--- src/source/demo_pkg.sv ---
package demo_pkg;

  // bus widths
  localparam int BUS_AW = 32;
  localparam int BUS_DW = 32;
  localparam int BUS_BW = 4;

  // address map, each region matches on bits above its size
  localparam logic [BUS_AW-1:0] RAM_START   = 32'h0000_0000;
  localparam logic [BUS_AW-1:0] RAM_SIZE    = 32'h0000_1000;
  localparam logic [BUS_AW-1:0] RAM_MASK    = ~(RAM_SIZE - 1);
  localparam int                RAM_WORDS   = RAM_SIZE / (BUS_DW / 8);

  localparam logic [BUS_AW-1:0] GPIO_START  = 32'h8000_0000;
  localparam logic [BUS_AW-1:0] GPIO_SIZE   = 32'h0000_1000;
  localparam logic [BUS_AW-1:0] GPIO_MASK   = ~(GPIO_SIZE - 1);

  localparam logic [BUS_AW-1:0] TIMER_START = 32'h8000_2000;
  localparam logic [BUS_AW-1:0] TIMER_SIZE  = 32'h0000_1000;
  localparam logic [BUS_AW-1:0] TIMER_MASK  = ~(TIMER_SIZE - 1);

  // gpio port widths and register offsets
  localparam int                GPI_WIDTH    = 8;
  localparam int                GPO_WIDTH    = 16;
  localparam logic [BUS_AW-1:0] GPIO_OUT_OFF = 32'h0;
  localparam logic [BUS_AW-1:0] GPIO_IN_OFF  = 32'h4;

  // timer register offsets
  localparam logic [BUS_AW-1:0] TIMER_MTIME_LO_OFF    = 32'h0;
  localparam logic [BUS_AW-1:0] TIMER_MTIME_HI_OFF    = 32'h4;
  localparam logic [BUS_AW-1:0] TIMER_MTIMECMP_LO_OFF = 32'h8;
  localparam logic [BUS_AW-1:0] TIMER_MTIMECMP_HI_OFF = 32'hC;

  // decoded target of a request
  typedef enum logic [1:0] {
    DEV_RAM,
    DEV_GPIO,
    DEV_TIMER,
    DEV_NONE
  } bus_device_e;

  // host request, also reused per device
  typedef struct packed {
    logic              req;
    logic              we;
    logic [BUS_BW-1:0] be;
    logic [BUS_AW-1:0] addr;
    logic [BUS_DW-1:0] wdata;
  } bus_req_t;

  // response back to host
  typedef struct packed {
    logic              gnt;
    logic              rvalid;
    logic              err;
    logic [BUS_DW-1:0] rdata;
  } bus_rsp_t;

  // reply from one device
  typedef struct packed {
    logic              rvalid;
    logic [BUS_DW-1:0] rdata;
  } dev_rsp_t;

  // expand byte enables into a bit mask
  function automatic logic [BUS_DW-1:0] be_to_mask(input logic [BUS_BW-1:0] be);
    logic [BUS_DW-1:0] mask;
    for (int i = 0; i < BUS_BW; i++) begin
      mask[i*8 +: 8] = {8{be[i]}};
    end
    return mask;
  endfunction

endpackage

--- src/source/demo_timer.sv ---
`timescale 1ns/10ps

module demo_timer (
  input  logic               clk_sys_i,
  input  logic               rst_sys_ni,

  input  demo_pkg::bus_req_t req_i,
  output demo_pkg::dev_rsp_t rsp_o,

  output logic               timer_irq_o
);

  logic [demo_pkg::BUS_AW-1:0] reg_off;
  logic [demo_pkg::BUS_DW-1:0] wmask;
  logic                        wr;
  logic [63:0]                 mtime_q;
  logic [63:0]                 mtime_d;
  logic [63:0]                 mtimecmp_q;
  logic [63:0]                 mtimecmp_d;
  logic                        irq_q;
  logic [demo_pkg::BUS_DW-1:0] rdata_d;
  logic [demo_pkg::BUS_DW-1:0] rdata_q;
  logic                        rvalid_q;

  assign reg_off = {req_i.addr[demo_pkg::BUS_AW-1:2], 2'b00};
  assign wmask   = demo_pkg::be_to_mask(req_i.be);
  assign wr      = req_i.req && req_i.we;

  // next state of both counters
  // a write to mtime replaces the tick for that cycle
  always_comb begin
    mtime_d    = mtime_q + 64'd1;
    mtimecmp_d = mtimecmp_q;
    if (wr) begin
      case (reg_off)
        demo_pkg::TIMER_MTIME_LO_OFF: begin
          mtime_d = {mtime_q[63:32], (mtime_q[31:0] & ~wmask) | (req_i.wdata & wmask)};
        end
        demo_pkg::TIMER_MTIME_HI_OFF: begin
          mtime_d = {(mtime_q[63:32] & ~wmask) | (req_i.wdata & wmask), mtime_q[31:0]};
        end
        demo_pkg::TIMER_MTIMECMP_LO_OFF: begin
          mtimecmp_d[31:0] = (mtimecmp_q[31:0] & ~wmask) | (req_i.wdata & wmask);
        end
        demo_pkg::TIMER_MTIMECMP_HI_OFF: begin
          mtimecmp_d[63:32] = (mtimecmp_q[63:32] & ~wmask) | (req_i.wdata & wmask);
        end
        default: begin
          // unknown offset, nothing written
        end
      endcase
    end
  end

  // read mux, value seen in the request cycle
  always_comb begin
    rdata_d = '0;
    if (!req_i.we) begin
      case (reg_off)
        demo_pkg::TIMER_MTIME_LO_OFF:    rdata_d = mtime_q[31:0];
        demo_pkg::TIMER_MTIME_HI_OFF:    rdata_d = mtime_q[63:32];
        demo_pkg::TIMER_MTIMECMP_LO_OFF: rdata_d = mtimecmp_q[31:0];
        demo_pkg::TIMER_MTIMECMP_HI_OFF: rdata_d = mtimecmp_q[63:32];
        default:                         rdata_d = '0;
      endcase
    end
  end

  // counters and registered compare
  // cmp of all ones keeps the irq quiet out of reset
  always_ff @(posedge clk_sys_i or negedge rst_sys_ni) begin
    if (!rst_sys_ni) begin
      mtime_q    <= '0;
      mtimecmp_q <= '1;
      irq_q      <= 1'b0;
      rvalid_q   <= 1'b0;
    end else begin
      mtime_q    <= mtime_d;
      mtimecmp_q <= mtimecmp_d;
      irq_q      <= (mtime_q >= mtimecmp_q);
      rvalid_q   <= req_i.req;
    end
  end

  always_ff @(posedge clk_sys_i) begin
    if (req_i.req) begin
      rdata_q <= rdata_d;
    end
  end

  assign rsp_o.rvalid = rvalid_q;
  assign rsp_o.rdata  = rdata_q;
  assign timer_irq_o  = irq_q;

  // irq rise is judged against the compare value of the cycle before
  a_no_irq_cmp_max: assert property (@(posedge clk_sys_i) disable iff (!rst_sys_ni)
    $rose(timer_irq_o) |-> !(&$past(mtimecmp_q)));

endmodule

--- config.mk ---
export PLATFORM = sky130hd
export DESIGN_NAME = demo_timer
export DESIGN_NICKNAME = d
export VERILOG_FILES = /design/src/source/demo_pkg.sv /design/src/source/demo_timer.sv
export SDC_FILE = /design/constraint.sdc
export NUM_CORES = 1
export LEC_CHECK = 0
export ABC_AREA = 1
export BUFFER_PORTS_ARGS = -buffer_cell sky130_fd_sc_hd__buf_2
export CAP_MARGIN = 5
export CORE_ASPECT_RATIO = 0.8
export CORE_MARGIN = 1
export CORE_UTILIZATION = 45
export CTS_CLUSTER_DIAMETER = 50
export DETAILED_ROUTE_END_ITERATION = 7
export PLACE_DENSITY = 0.65
export SYNTH_ARGS = -nofsm -noshare
export SYNTH_HDL_FRONTEND = slang
export SYNTH_SLANG_ARGS = --single-unit
export TNS_END_PERCENT = 30
--- constraint.sdc ---
create_clock -name clk_sys_i -period 1.6 [get_ports clk_sys_i]
set_input_delay 0.32 -clock clk_sys_i [delete_from_list [all_inputs] [get_ports clk_sys_i]]
set_output_delay 0.32 -clock clk_sys_i [all_outputs]
set_load 0.02 [all_outputs]
== Word level (Yosys, flattened, before mapping) ==
Cells that the tools add are included.

* Output and inout bits: 34
* Word-level logic and storage cells: 31
* Register bits: 162
* Bits of input ports: 72

* $add $sub $neg: 1
* Mux-type cells: 3
* Equal/unequal tests: 5
* Bitwise logic cells: 10
* $lt $le $gt $ge: 1
* Reduce and logical (&&, ||, !) cells: 4

{| class="wikitable"
|+ Operators by type and width
! operator !! number
|-
| $and A32 B32 Y32 || 5
|-
| $or A32 B32 Y32 || 4
|-
| $pmux W32 S4 || 1
|-
| $pmux W64 S2 || 1
|-
| $add A64 B1 Y64 const B || 1
|-
| $ge A64 B64 Y1 || 1
|-
| $mux W64 || 1
|-
| $eq A30 B2 Y1 const B || 2
|-
| $logic_not A32 Y1 || 1
|-
| $not A32 Y32 || 1
|-
| $eq A30 B1 Y1 const B || 1
|-
| $ne A2 B2 Y1 const B || 2
|-
| $reduce_and A2 Y1 || 2
|-
| $logic_and A1 B1 Y1 || 1
|}

== Logic depth before layout (Yosys ltp) ==
Gate-level depths: netlist of the first run.

* Depth in word-level cells: 5
* Mapped depth: 14
* Gate-level depth less buffers: 14

== Least setup slack after synthesis of the first run ==
Ideal clock, no wire load.

* Path type: reg-to-reg
* From: register mtime_q[1]
* To: register mtime_q[52]
* Stages on the path, launching flop included: 13
* Setup slack: -108 ps
* Data required time: 1482 ps
* Arrival: 1590 ps
* Clock period less this slack: 1708 ps
* Library setup time: 118 ps
* Path buffers: 0
* Path through: dfrtp_1 ha_1 nand2_1 nor2_4 nand2_2 nor2_4 nand2_2 nor2_2 nand2_1 nor2_1 nand2_1 nand3_1 nand2_1

* Longest elaborated chain between the ends: 3

{| class="wikitable"
|+ Ends and longest elaborated chain
! element !! RTL line !! RTL
|-
| start, declared || demo_timer.sv:16 || <nowiki>logic [63:0] mtime_q;</nowiki>
|-
| start signal, assigned || demo_timer.sv:78 || <nowiki>mtime_q <= mtime_d;</nowiki>
|-
| $add A64 B1 Y64 * || demo_timer.sv:32 || <nowiki>mtime_d = mtime_q + 64'd1;</nowiki>
|-
| $pmux W64 S2 || demo_timer.sv:35 || <nowiki>case (reg_off)</nowiki>
|-
| $mux W64 * || demo_timer.sv:34 || <nowiki>if (wr) begin</nowiki>
|}

Every way passes the cells marked *; elsewhere a longest branch is shown, timed or not.
A chain may end at the register's enable or synchronous reset.

== Worst setup path in the final report of the first run ==
* From: register mtime_q[24]
* To: register mtime_q[40]

Same word-level chain as after synthesis.

==> results of run 1 <==
[cells in the final DEF, fill, tap and decap left out, types with 12 or more instances in the layout]
master and instances:
a21oi_1 33, a21oi_2 13, buf_12 23, buf_2 102
buf_4 313, buf_6 25, clkbuf_16 17, dfrtp_1 54
dfrtp_2 12, dfstp_2 64, edfxtp_1 32, ha_1 49
ha_4 15, inv_1 224, inv_2 21, nand2_1 476
nand2_2 49, nand2_4 16, nand3_1 62, nand3_2 13
nand4_1 31, nor2_1 169, nor2_2 33, nor2_4 35
nor3_1 14, o211ai_1 17, o21ai_0 87, o21ai_1 45
o21ai_2 45, o22ai_1 31, xor2_1 25
[cell type report]
type | instances | area (µm²)
Tap cell | 357 | 446.7
Fill cell | 2322 | 8895
Clock inverter | 12 | 181.4
Inverter | 248 | 937.1
Multi-Input combinational cell | 1305 | 7631
Sequential cell | 162 | 4309
Timing Repair Buffer | 464 | 3612
Clock buffer | 20 | 446.7
[repair_timing]
item / 4_1_cts / 5_1_grt
hold endpoints to repair: 2 / 0
hold buffers: 1 / 0
pin swaps: 64 / 55
setup buffers: 19 / 7
gates resized for setup: 202 / 90
gates cloned: 0 / 0
endpoints found under the setup margin: 53 / 64
[critical path: stages, from the launching register on]
cell and delay (ps):
dfrtp_2 440, buf_4 140, inv_1 50, nor3_2 150, buf_4 150, nand2_1 70
nor2_2 180, nand3b_1 220, buf_4 200, nand2_2 60, nand3_2 60, a21oi_2 120
[through the flow]
stage          instances  power [W]  hold WS, ps  instance area (µm²)  util (%)
6_report            2568   0.009407        110.2                17560     66.38
5_1_grt             2568   0.009664        111.9                17560     66.38
4_1_cts             2561   0.009424        107.3                17120     64.69
3_5_place_dp        2510   0.004898        251.0                15650     59.13
3_3_place_gp        2510   0.004889        248.0                15650     59.13
2_1_floorplan       1775   0.004551        24.41                12220         -
[report_power, final]
part / switching [W] / internal [W]
Sequential: 0.00000893 / 0.00425
Clock: 0.00191 / 0.00267
Combinational: 0.000379 / 0.000184
Total: 0.00230 / 0.00711
[per-layer routing]
metal  wire length, µm  vias to the layer above  GRT usage, %
met5                 0                        -             0
li1                  -                     6567             -
met4              1026                        0         10.86
met3              3930                       64         8.472
met2             21120                      602         53.66
met1             21390                     6404         48.74
[worst paths after layout]
path / depth (start not counted) / end / startpoint
max: 11 / mtime_q[40]$_DFFE_PN0P_ / mtime_q[24]$_DFFE_PN0P_
min: 3 / flip-flop / req_i[23]
max reg2reg: 11 / mtime_q[40]$_DFFE_PN0P_ / mtime_q[24]$_DFFE_PN0P_
min reg2reg: 2 / flip-flop / flip-flop
max in group asynchronous: 3 / asynchronous set/reset pin / rst_sys_ni
min in group asynchronous: 2 / timer_irq_o$_DFF_PN0_ / rst_sys_ni
[cells by family (layout without fill, tap and decap cells)]
logic type      count (synthesis)  in the layout  synth area share (%)
compound gates                288            288                 14.03
xor+xnor                       26             26                 1.865
fa+ha+maj                      65             65                 6.661
buf+inv                       308            744                 10.49
flops                         162            162                 35.17
simple gates                  926            926                 31.79
==> metrics.txt, run 1 <==
# TYPE chip_impl_metric gauge
chip_impl_metric{name="route.detailed.drc",unit=""} 0
chip_impl_metric{name="firstDrtPassIters",unit=""} 5
chip_impl_metric{name="grt_first_pass_wirelength",unit="mm"} 72.79
chip_impl_metric{name="total_leakage_power",unit="nW"} 8.159
chip_impl_metric{name="insertedDiodeCount",unit=""} 0
chip_impl_metric{name="clkTransAtPathRegs",unit="ps"} 80
chip_impl_metric{name="layout-area-overhead-vs-synth",unit="%"} 43.85
chip_impl_metric{name="post-route-worst-setup-slack",unit="ps"} -321.1
chip_impl_info{name="violations",value="setup timing"} 1
chip_impl_metric{name="start_util",unit="%"} 46.15
chip_impl_metric{name="clock_sinks",unit=""} 162
chip_impl_metric{name="fp.coreArea",unit="mm²"} 0.02646
chip_impl_metric{name="place.port_buffers",unit=""} 103
chip_impl_metric{name="route.vias.total",unit=""} 13637
chip_impl_info{name="rsz_0062_raised_after_global_routing",value="true"} 1
chip_impl_metric{name="timing_hold_violations_final",unit=""} 0
chip_impl_info{name="path_class",value="flip-flop to flip-flop"} 1
chip_impl_metric{name="critPathArrivalTime",unit="ps"} 2310
chip_impl_metric{name="cts-htree-levels",unit=""} 4
chip_impl_metric{name="dpl_worst_slack",unit="ps"} -606.0
chip_impl_metric{name="synth_enable_flop_cells",unit=""} 32
chip_impl_metric{name="ys_types",unit=""} 40
chip_impl_info{name="run_status",value="complete, but fails checks"} 1
chip_impl_metric{name="timing.slew.headroom",unit="%"} 65.46
chip_impl_metric{name="final_antenna_net_count",unit=""} 0
chip_impl_metric{name="post_synth_inst_count",unit=""} 1775
chip_impl_metric{name="grt_antenna_before_repair",unit=""} 1
chip_impl_metric{name="async_reset_ff_share",unit="%"} 80.25
chip_impl_metric{name="power-per-cell-area",unit="mW/mm²"} 535.6
chip_impl_info{name="worst_hold_path_type",value="primary input to flip-flop"} 1
chip_impl_metric{name="synth_largest_type_area_fraction",unit="%"} 16.17
chip_impl_metric{name="pin_count_of_the_biggest_net_entering_global_routing",unit=""} 42
chip_impl_metric{name="grt_overflow",unit=""} 0
chip_impl_info{name="synth-main-ff-cell",value="dfrtp_1"} 1
chip_impl_metric{name="first_global_vias",unit=""} 13129
chip_impl_metric{name="ys_warn_count",unit=""} 0
chip_impl_metric{name="floorplan.rows",unit=""} 53
chip_impl_metric{name="max_freq",unit="GHz"} 0.5205
chip_impl_metric{name="wire_length_reported_by_the_detailed_router",unit="mm"} 47.47
chip_impl_info{name="top_cells_by_instance_count_after_synthesis",value="526 x nand2_1, 243 x inv_1, 220 x nor2_1"} 1
chip_impl_metric{name="total_number_of_nets_in_the_final_design",unit=""} 2335
chip_impl_metric{name="synthesis.area_per_instance",unit="µm²"} 6.879
chip_impl_metric{name="route.detailed.vias_per_inst",unit=""} 5.310
chip_impl_metric{name="finalMaxSlewViolations",unit=""} 0
chip_impl_metric{name="reg2reg_setup_slack",unit="ps"} -320
chip_impl_info{name="cts-root-buf",value="clkbuf_16"} 1
chip_impl_metric{name="die-width",unit="µm"} 186.2
chip_impl_metric{name="final_period_minus_worst_setup_slack",unit="ps"} 1921
chip_impl_metric{name="yosysSeqAreaShare",unit="%"} 35.17
chip_impl_metric{name="finalClockSkew",unit="ps"} 13.85
chip_impl_metric{name="finalWeightedCongestion",unit=""} 1.010
chip_impl_metric{name="cts_inserted_buffers",unit=""} 17
chip_impl_metric{name="ys_seq_elements",unit=""} 162
chip_impl_info{name="cts_tree",value="done"} 1
chip_impl_metric{name="io_pins",unit=""} 106
chip_impl_metric{name="tightestPinTransition",unit="ps"} 518.1
chip_impl_metric{name="cap_violations",unit=""} 0
chip_impl_metric{name="detailedPlacementHpwl",unit="mm"} 35.74
chip_impl_metric{name="worstPathMaxFanout",unit=""} 4
chip_impl_metric{name="cp.required",unit="ps"} 1990
chip_impl_metric{name="synth_fp_nets",unit=""} 1912
chip_impl_metric{name="cell_area_after_technology_mapping",unit="mm²"} 0.01221
chip_impl_metric{name="clk-insertion-delay-late",unit="ps"} 450
chip_impl_metric{name="fp.dieArea",unit="mm²"} 0.02780
chip_impl_metric{name="drtIter0Drc",unit=""} 1428
chip_impl_metric{name="clk_path_buf_depth",unit=""} 2
chip_impl_metric{name="post_route_cells_drive_above_1_share",unit="%"} 38.08
chip_impl_metric{name="timing.final.setup_violations",unit=""} 53
chip_impl_info{name="synth_top_cell_by_area",value="nand2_1"} 1
chip_impl_info{name="synth.most_common_cell",value="nand2_1"} 1
chip_impl_metric{name="fin_crit_sh",unit="%"} 120.1
chip_impl_metric{name="globalRouteTotalUtil",unit="%"} 35.12
chip_impl_info{name="critPathCaptureType",value="flip-flop"} 1
chip_impl_metric{name="detail_route.wl_per_cell",unit="µm"} 18.48
chip_impl_metric{name="ir_drop",unit="mV"} 0.7351
chip_impl_metric{name="die_height",unit="µm"} 149.3
chip_impl_info{name="startpoint_type",value="flip-flop"} 1
chip_impl_info{name="netlist_top_cells_area",value="nand2_1 16%, dfstp_2 14%, dfrtp_1 14%"} 1
chip_impl_metric{name="setup-tns-final",unit="ps"} -8925
Note: power is estimated with default switching activity, not from simulation.
==> run 2, diff against run 1 <==
--- a/config.mk
+++ b/config.mk
@@ -10,10 +10,10 @@
 export CAP_MARGIN = 5
 export CORE_ASPECT_RATIO = 0.8
 export CORE_MARGIN = 1
-export CORE_UTILIZATION = 45
+export CORE_UTILIZATION = 50
 export CTS_CLUSTER_DIAMETER = 50
 export DETAILED_ROUTE_END_ITERATION = 7
-export PLACE_DENSITY = 0.65
+export PLACE_DENSITY = 0.71
 export SYNTH_ARGS = -nofsm -noshare
 export SYNTH_HDL_FRONTEND = slang
 export SYNTH_SLANG_ARGS = --single-unit
==> metrics.txt, run 2 (synthesized netlist as in run 1, its figures left out) <==
# TYPE chip_impl_metric gauge
chip_impl_metric{name="total_number_of_nets_in_the_final_design",unit=""} 2346
chip_impl_metric{name="clk_path_buf_depth",unit=""} 2
chip_impl_metric{name="detailedPlacementHpwl",unit="mm"} 35.55
chip_impl_metric{name="critPathArrivalTime",unit="ps"} 2290
chip_impl_info{name="final_cell_mix",value="482 x nand2_1, 330 x buf_4, 218 x inv_1"} 1
chip_impl_info{name="rsz_0062_raised_after_global_routing",value="true"} 1
chip_impl_metric{name="final_period_minus_worst_setup_slack",unit="ps"} 1953
chip_impl_info{name="cts_tree",value="done"} 1
chip_impl_metric{name="grt_first_pass_wirelength",unit="mm"} 72.04
chip_impl_metric{name="die_height",unit="µm"} 141.8
chip_impl_metric{name="clock_sinks",unit=""} 162
chip_impl_metric{name="fp.dieArea",unit="mm²"} 0.02505
chip_impl_metric{name="power-per-cell-area",unit="mW/mm²"} 528.2
chip_impl_metric{name="finalMaxSlewViolations",unit=""} 0
chip_impl_metric{name="grt_antenna_before_repair",unit=""} 0
chip_impl_metric{name="floorplan.rows",unit=""} 50
chip_impl_metric{name="start_util",unit="%"} 51.63
chip_impl_metric{name="firstDrtPassIters",unit=""} 8
chip_impl_metric{name="fp.coreArea",unit="mm²"} 0.02365
chip_impl_metric{name="ir_drop",unit="mV"} 0.7296
chip_impl_metric{name="fin_crit_sh",unit="%"} 122.1
chip_impl_info{name="layout.cells.most_common",value="nand2_1"} 1
chip_impl_metric{name="tightestPinTransition",unit="ps"} 602.7
chip_impl_metric{name="cp.required",unit="ps"} 1930
chip_impl_metric{name="max_freq",unit="GHz"} 0.5120
chip_impl_metric{name="grt_overflow",unit=""} 0
chip_impl_info{name="run_status",value="complete, but fails checks"} 1
chip_impl_metric{name="cap_violations",unit=""} 0
chip_impl_metric{name="pin_count_of_the_biggest_net_entering_global_routing",unit=""} 42
chip_impl_metric{name="final-instance-count-excl-fill",unit=""} 2534
chip_impl_metric{name="final_antenna_net_count",unit=""} 0
chip_impl_metric{name="globalRouteTotalUtil",unit="%"} 38.19
chip_impl_metric{name="total_leakage_power",unit="nW"} 8.172
chip_impl_metric{name="clk-insertion-delay-late",unit="ps"} 460
chip_impl_metric{name="worstPathMaxFanout",unit=""} 4
chip_impl_info{name="cells_traversed_along_the_worst_timing_path",value="ha_2 > nand2_2 > nor2_4 > buf_4 > nand3_2 > nor3_4 > buf_6 > nand3_1 > nand2_1 > nand2_1 > nor2_1 > nor2_1"} 1
chip_impl_metric{name="first_global_vias",unit=""} 13420
chip_impl_metric{name="cts-htree-levels",unit=""} 4
chip_impl_info{name="cp_slowest_cell",value="dfrtp_1"} 1
chip_impl_metric{name="place.port_buffers",unit=""} 103
chip_impl_info{name="violations",value="setup timing"} 1
chip_impl_info{name="startpoint_type",value="flip-flop"} 1
chip_impl_info{name="worst_hold_path_type",value="primary input to flip-flop"} 1
chip_impl_metric{name="route.detailed.vias_per_inst",unit=""} 5.564
chip_impl_metric{name="nFillCells",unit=""} 1841
chip_impl_metric{name="detail_route.wl_per_cell",unit="µm"} 18.93
chip_impl_metric{name="post-route-worst-setup-slack",unit="ps"} -352.9
chip_impl_metric{name="timing.final.setup_violations",unit=""} 56
chip_impl_info{name="cts-root-buf",value="clkbuf_16"} 1
chip_impl_metric{name="timing.slew.headroom",unit="%"} 59.82
chip_impl_metric{name="finalWeightedCongestion",unit=""} 1.052
chip_impl_metric{name="io_pins",unit=""} 106
chip_impl_metric{name="cpPeakStageDelay",unit="ps"} 390
chip_impl_info{name="critPathCaptureType",value="flip-flop"} 1
chip_impl_metric{name="layout-area-overhead-vs-synth",unit="%"} 43.70
chip_impl_metric{name="placed_cells_incl_taps",unit=""} 2464
chip_impl_metric{name="wire_length_reported_by_the_detailed_router",unit="mm"} 47.97
chip_impl_metric{name="whs",unit="ps"} 107.2
chip_impl_metric{name="clkTransAtPathRegs",unit="ps"} 70
chip_impl_info{name="path_class",value="flip-flop to flip-flop"} 1
chip_impl_metric{name="route.detailed.drc",unit=""} 0
chip_impl_metric{name="totalPowerFinal",unit="W"} 0.009268
chip_impl_metric{name="die-width",unit="µm"} 176.7
chip_impl_metric{name="route.vias.total",unit=""} 14100
chip_impl_metric{name="cts_inserted_buffers",unit=""} 17
chip_impl_metric{name="timing_hold_violations_final",unit=""} 0
chip_impl_metric{name="post_route_cells_drive_above_1_share",unit="%"} 38.14
chip_impl_metric{name="finalClockSkew",unit="ps"} 15.07
chip_impl_metric{name="drtIter0Drc",unit=""} 1577
[run 2: worst max-delay path, delay by kind of cell (launching register included)]
kind	cells	cell delay [ps]
adder cells (fa/ha/maj)	1	210
buffers and inverters	2	310
flip-flops	1	390
AND/OR/NAND/NOR	9	920
[run 2: metrics by stage]
| stage | setup TNS (ps) | worst slack [ps] | area [µm²] | utilization [%] |
|---|---|---|---|---|
| 2_1_floorplan | -491.7 | -104.0 | 12220 | - |
| 3_3_place_gp | -39710 | -531.9 | 15540 | 65.73 |
| 3_5_place_dp | -56140 | -537.4 | 15540 | 65.73 |
| 4_1_cts | -10170 | -366.0 | 16890 | 71.43 |
| 5_1_grt | -16060 | -414.3 | 17540 | 74.19 |
| 6_report | -11610 | -352.9 | 17550 | 74.20 |
[run 2: layout make-up]
cell class / count / area (µm²) / area share [%]
multi-input cells: 1305 / 7645 / 43.57
flip-flops and latches: 162 / 4309 / 24.56
repair buffers: 475 / 3646 / 20.78
inverters: 248 / 942.2 / 5.369
clock buffers: 22 / 454.2 / 2.588
well taps: 312 / 390.4 / 2.225
clock inverters: 9 / 157.7 / 0.8985
diodes: 1 / 2.502 / 0.01426
[run 2: per-layer routing]
| layer | routed length [µm] | vias to the layer above | global-route usage, % |
|---|---|---|---|
| met5 | 0 | - | 0 |
| met4 | 1538 | 0 | 13.97 |
| met3 | 4942 | 121 | 8.012 |
| met2 | 21050 | 797 | 58.51 |
| met1 | 20440 | 6605 | 52.94 |
| li1 | - | 6577 | - |
[run 2: power breakdown]
group / switching [W] / internal (W)
Clock: 0.00181 / 0.00265
Sequential: 0.00000939 / 0.00426
Combinational: 0.000373 / 0.000173
[run 2: final timing paths]
kind                                        start                         end  slack, ps  cells after the start
max reg2reg                mtime_q[0]$_DFFE_PN0P_     mtime_q[60]$_DFFE_PN0P_       -350                     12
min                                     req_i[21]                   flip-flop        110                      3
min reg2reg                             flip-flop                   flip-flop        470                      2
max in group asynchronous              rst_sys_ni  asynchronous set/reset pin        630                      3
max                        mtime_q[0]$_DFFE_PN0P_     mtime_q[60]$_DFFE_PN0P_       -350                     12
min in group asynchronous              rst_sys_ni      mtime_q[8]$_DFFE_PN0P_        330                      2
[run 2: timing repair]
action                                  4_1_cts  5_1_grt
gates resized for setup                     161      127
hold buffers                                  1        0
buffers inserted                             25       14
cloned                                        0        0
endpoints found under the hold margin         5        0
endpoints found under the setup margin       54      124
pin swaps                                    48       63
==> run 3, diff against run 2 <==
--- a/config.mk
+++ b/config.mk
@@ -14,6 +14,7 @@
 export CTS_CLUSTER_DIAMETER = 50
 export DETAILED_ROUTE_END_ITERATION = 7
 export PLACE_DENSITY = 0.71
+export RECOVER_POWER = 50
 export SYNTH_ARGS = -nofsm -noshare
 export SYNTH_HDL_FRONTEND = slang
 export SYNTH_SLANG_ARGS = --single-unit
==> metrics.txt, run 3 (synthesized netlist as in run 1, its figures left out) <==
# TYPE chip_impl_metric gauge
chip_impl_info{name="layout.cells.most_common",value="nand2_1"} 1
chip_impl_metric{name="timing.slew.headroom",unit="%"} 24.67
chip_impl_info{name="crit-reg2reg-launch",value="mtime_q[0]$_DFFE_PN0P_"} 1
chip_impl_metric{name="layout-area-overhead-vs-synth",unit="%"} 43.42
chip_impl_metric{name="max_freq",unit="GHz"} 0.5074
chip_impl_metric{name="finalMaxSlewViolations",unit=""} 0
chip_impl_metric{name="cap_violations",unit=""} 0
chip_impl_metric{name="io_pins",unit=""} 106
chip_impl_info{name="cts-root-buf",value="clkbuf_16"} 1
chip_impl_metric{name="post-route-worst-setup-slack",unit="ps"} -370.9
chip_impl_metric{name="final-instance-count-excl-fill",unit=""} 2534
chip_impl_info{name="run_status",value="complete, but fails checks"} 1
chip_impl_metric{name="total_leakage_power",unit="nW"} 8.158
chip_impl_metric{name="dpl-instance-area",unit="mm²"} 0.01554
chip_impl_metric{name="setup-tns-final",unit="ps"} -11760
chip_impl_metric{name="fp.coreArea",unit="mm²"} 0.02365
chip_impl_metric{name="final_period_minus_worst_setup_slack",unit="ps"} 1971
chip_impl_info{name="path_class",value="flip-flop to flip-flop"} 1
chip_impl_metric{name="stdcell_area",unit="mm²"} 0.01751
chip_impl_metric{name="reg2reg_setup_slack",unit="ps"} -370
chip_impl_metric{name="grt_antenna_before_repair",unit=""} 0
chip_impl_metric{name="fin_crit_sh",unit="%"} 123.2
chip_impl_info{name="startpoint_type",value="flip-flop"} 1
chip_impl_metric{name="clkTransAtPathRegs",unit="ps"} 80
chip_impl_metric{name="globalRouteTotalUtil",unit="%"} 38.19
chip_impl_metric{name="reg2regPathDepth",unit=""} 12
chip_impl_metric{name="wire_length_reported_by_the_detailed_router",unit="mm"} 47.91
chip_impl_metric{name="timing.final.setup_violations",unit=""} 57
chip_impl_info{name="final_cell_mix",value="482 x nand2_1, 326 x buf_4, 218 x inv_1"} 1
chip_impl_metric{name="detailedPlacementHpwl",unit="mm"} 35.55
chip_impl_metric{name="critPathArrivalTime",unit="ps"} 2300
chip_impl_metric{name="holdPathStages",unit=""} 3
chip_impl_metric{name="die-width",unit="µm"} 176.7
chip_impl_metric{name="first_global_vias",unit=""} 13420
chip_impl_metric{name="firstDrtPassIters",unit=""} 8
chip_impl_metric{name="ir_drop",unit="mV"} 0.7255
chip_impl_metric{name="cts_inserted_buffers",unit=""} 17
chip_impl_metric{name="route.vias.total",unit=""} 14089
chip_impl_info{name="hold_wc_startpoint",value="req_i[21]"} 1
chip_impl_metric{name="whs",unit="ps"} 107.8
chip_impl_info{name="worst_hold_path_type",value="primary input to flip-flop"} 1
chip_impl_metric{name="power-per-cell-area",unit="mW/mm²"} 528.1
chip_impl_metric{name="die_height",unit="µm"} 141.8
chip_impl_metric{name="final_antenna_net_count",unit=""} 0
chip_impl_metric{name="finalClockSkew",unit="ps"} 16.31
chip_impl_info{name="critPathCaptureType",value="flip-flop"} 1
chip_impl_metric{name="route.detailed.drc",unit=""} 0
chip_impl_info{name="reg2reg_end",value="mtime_q[60]$_DFFE_PN0P_"} 1
chip_impl_metric{name="pin_count_of_the_biggest_net_entering_global_routing",unit=""} 42
chip_impl_info{name="violations",value="setup timing"} 1
chip_impl_metric{name="start_util",unit="%"} 51.63
chip_impl_metric{name="clk-insertion-delay-late",unit="ps"} 450
chip_impl_metric{name="timing_hold_violations_final",unit=""} 0
chip_impl_metric{name="cp.required",unit="ps"} 1930
chip_impl_metric{name="grt_first_pass_wirelength",unit="mm"} 72.04
chip_impl_metric{name="clk_path_buf_depth",unit=""} 2
chip_impl_metric{name="placed_cells_incl_taps",unit=""} 2464
chip_impl_metric{name="grt_overflow",unit=""} 0
chip_impl_metric{name="drtIter0Drc",unit=""} 1471
chip_impl_metric{name="nFillCells",unit=""} 1845
chip_impl_metric{name="detail_route.wl_per_cell",unit="µm"} 18.91
chip_impl_metric{name="clock_sinks",unit=""} 162
chip_impl_metric{name="place.port_buffers",unit=""} 103
chip_impl_metric{name="floorplan.rows",unit=""} 50
chip_impl_metric{name="fp.dieArea",unit="mm²"} 0.02505
chip_impl_metric{name="total_number_of_nets_in_the_final_design",unit=""} 2346
chip_impl_metric{name="totalPowerFinal",unit="W"} 0.009249
chip_impl_metric{name="tightestPinTransition",unit="ps"} 1130
chip_impl_info{name="rsz_0062_raised_after_global_routing",value="true"} 1
chip_impl_metric{name="worstPathMaxFanout",unit=""} 4
chip_impl_info{name="cts_tree",value="done"} 1
chip_impl_metric{name="route.detailed.vias_per_inst",unit=""} 5.560
chip_impl_metric{name="cts-htree-levels",unit=""} 4
chip_impl_metric{name="post_route_cells_drive_above_1_share",unit="%"} 38.09
chip_impl_metric{name="finalWeightedCongestion",unit=""} 1.052
[run 3: worst max path at each step]
stage	end	startpoint	slack, ps
after floorplan	mtime_q[52]$_DFFE_PN0P_	mtime_q[1]$_DFFE_PN0P_	-100
after global placement	timer_irq_o$_DFF_PN0_	flip-flop	-530
after detailed placement	timer_irq_o$_DFF_PN0_	flip-flop	-540
after CTS	timer_irq_o$_DFF_PN0_	flip-flop	-370
after global routing	mtime_q[26]$_DFFE_PN0P_	mtime_q[0]$_DFFE_PN0P_	-410
final	mtime_q[60]$_DFFE_PN0P_	mtime_q[0]$_DFFE_PN0P_	-370
[run 3: per-stage QoR]
| stage | setup slack (ps) | utilization, % |
|---|---|---|
| floorplan | -104.0 | - |
| finish | -370.9 | 74.05 |
| detailed placement | -537.4 | 65.73 |
| CTS | -366.0 | 71.43 |
| global placement | -531.9 | 65.73 |
| global route | -414.3 | 74.04 |
[run 3: repair_timing]
item	CTS	global route
gates resized for setup	161	127
pin swaps	48	63
cloned	0	0
hold endpoints to repair	5	0
setup endpoints to repair	54	124
hold buffers	1	0
setup buffers	25	14
[run 3: per-layer routing]
| layer | up-vias | GRT usage [%] | share of wire [%] |
|---|---|---|---|
| met5 | - | 0 | 0 |
| met2 | 782 | 58.51 | 43 |
| met4 | 0 | 13.97 | 3.6 |
| li1 | 6573 | - | - |
| met3 | 148 | 8.012 | 10 |
| met1 | 6586 | 52.94 | 43 |
[run 3: where the power goes]
part	internal [W]	switching (W)	total, W	leakage, nW
clock	0.00265	0.00180	0.00445	0.290
combinational	0.000162	0.000370	0.000533	6.04
sequential	0.00426	0.00000938	0.00427	1.82
[run 3: worst max-delay path, stage by stage, from the launching register on]
cell and delay [ps]:
dfrtp_1 390, ha_2 210, nand2_2 70, nor2_4 200, buf_4 160, nand3_2 120, nor3_4 230, buf_6 150
nand3_1 70, nand2_1 60, nand2_1 40, nor2_1 90, nor2_1 60
[run 3: layout make-up]
| type | count | area, µm² | area share [%] |
|---|---|---|---|
| multi-input combinational | 1305 | 7645 | 43.66 |
| inverter | 248 | 942.2 | 5.380 |
| clock inverter | 9 | 157.7 | 0.9003 |
| timing repair buffer | 475 | 3611 | 20.62 |
| antenna | 1 | 2.502 | 0.01429 |
| sequential | 162 | 4309 | 24.61 |
| tap | 312 | 390.4 | 2.229 |
| clock buffer | 22 | 454.2 | 2.594 |
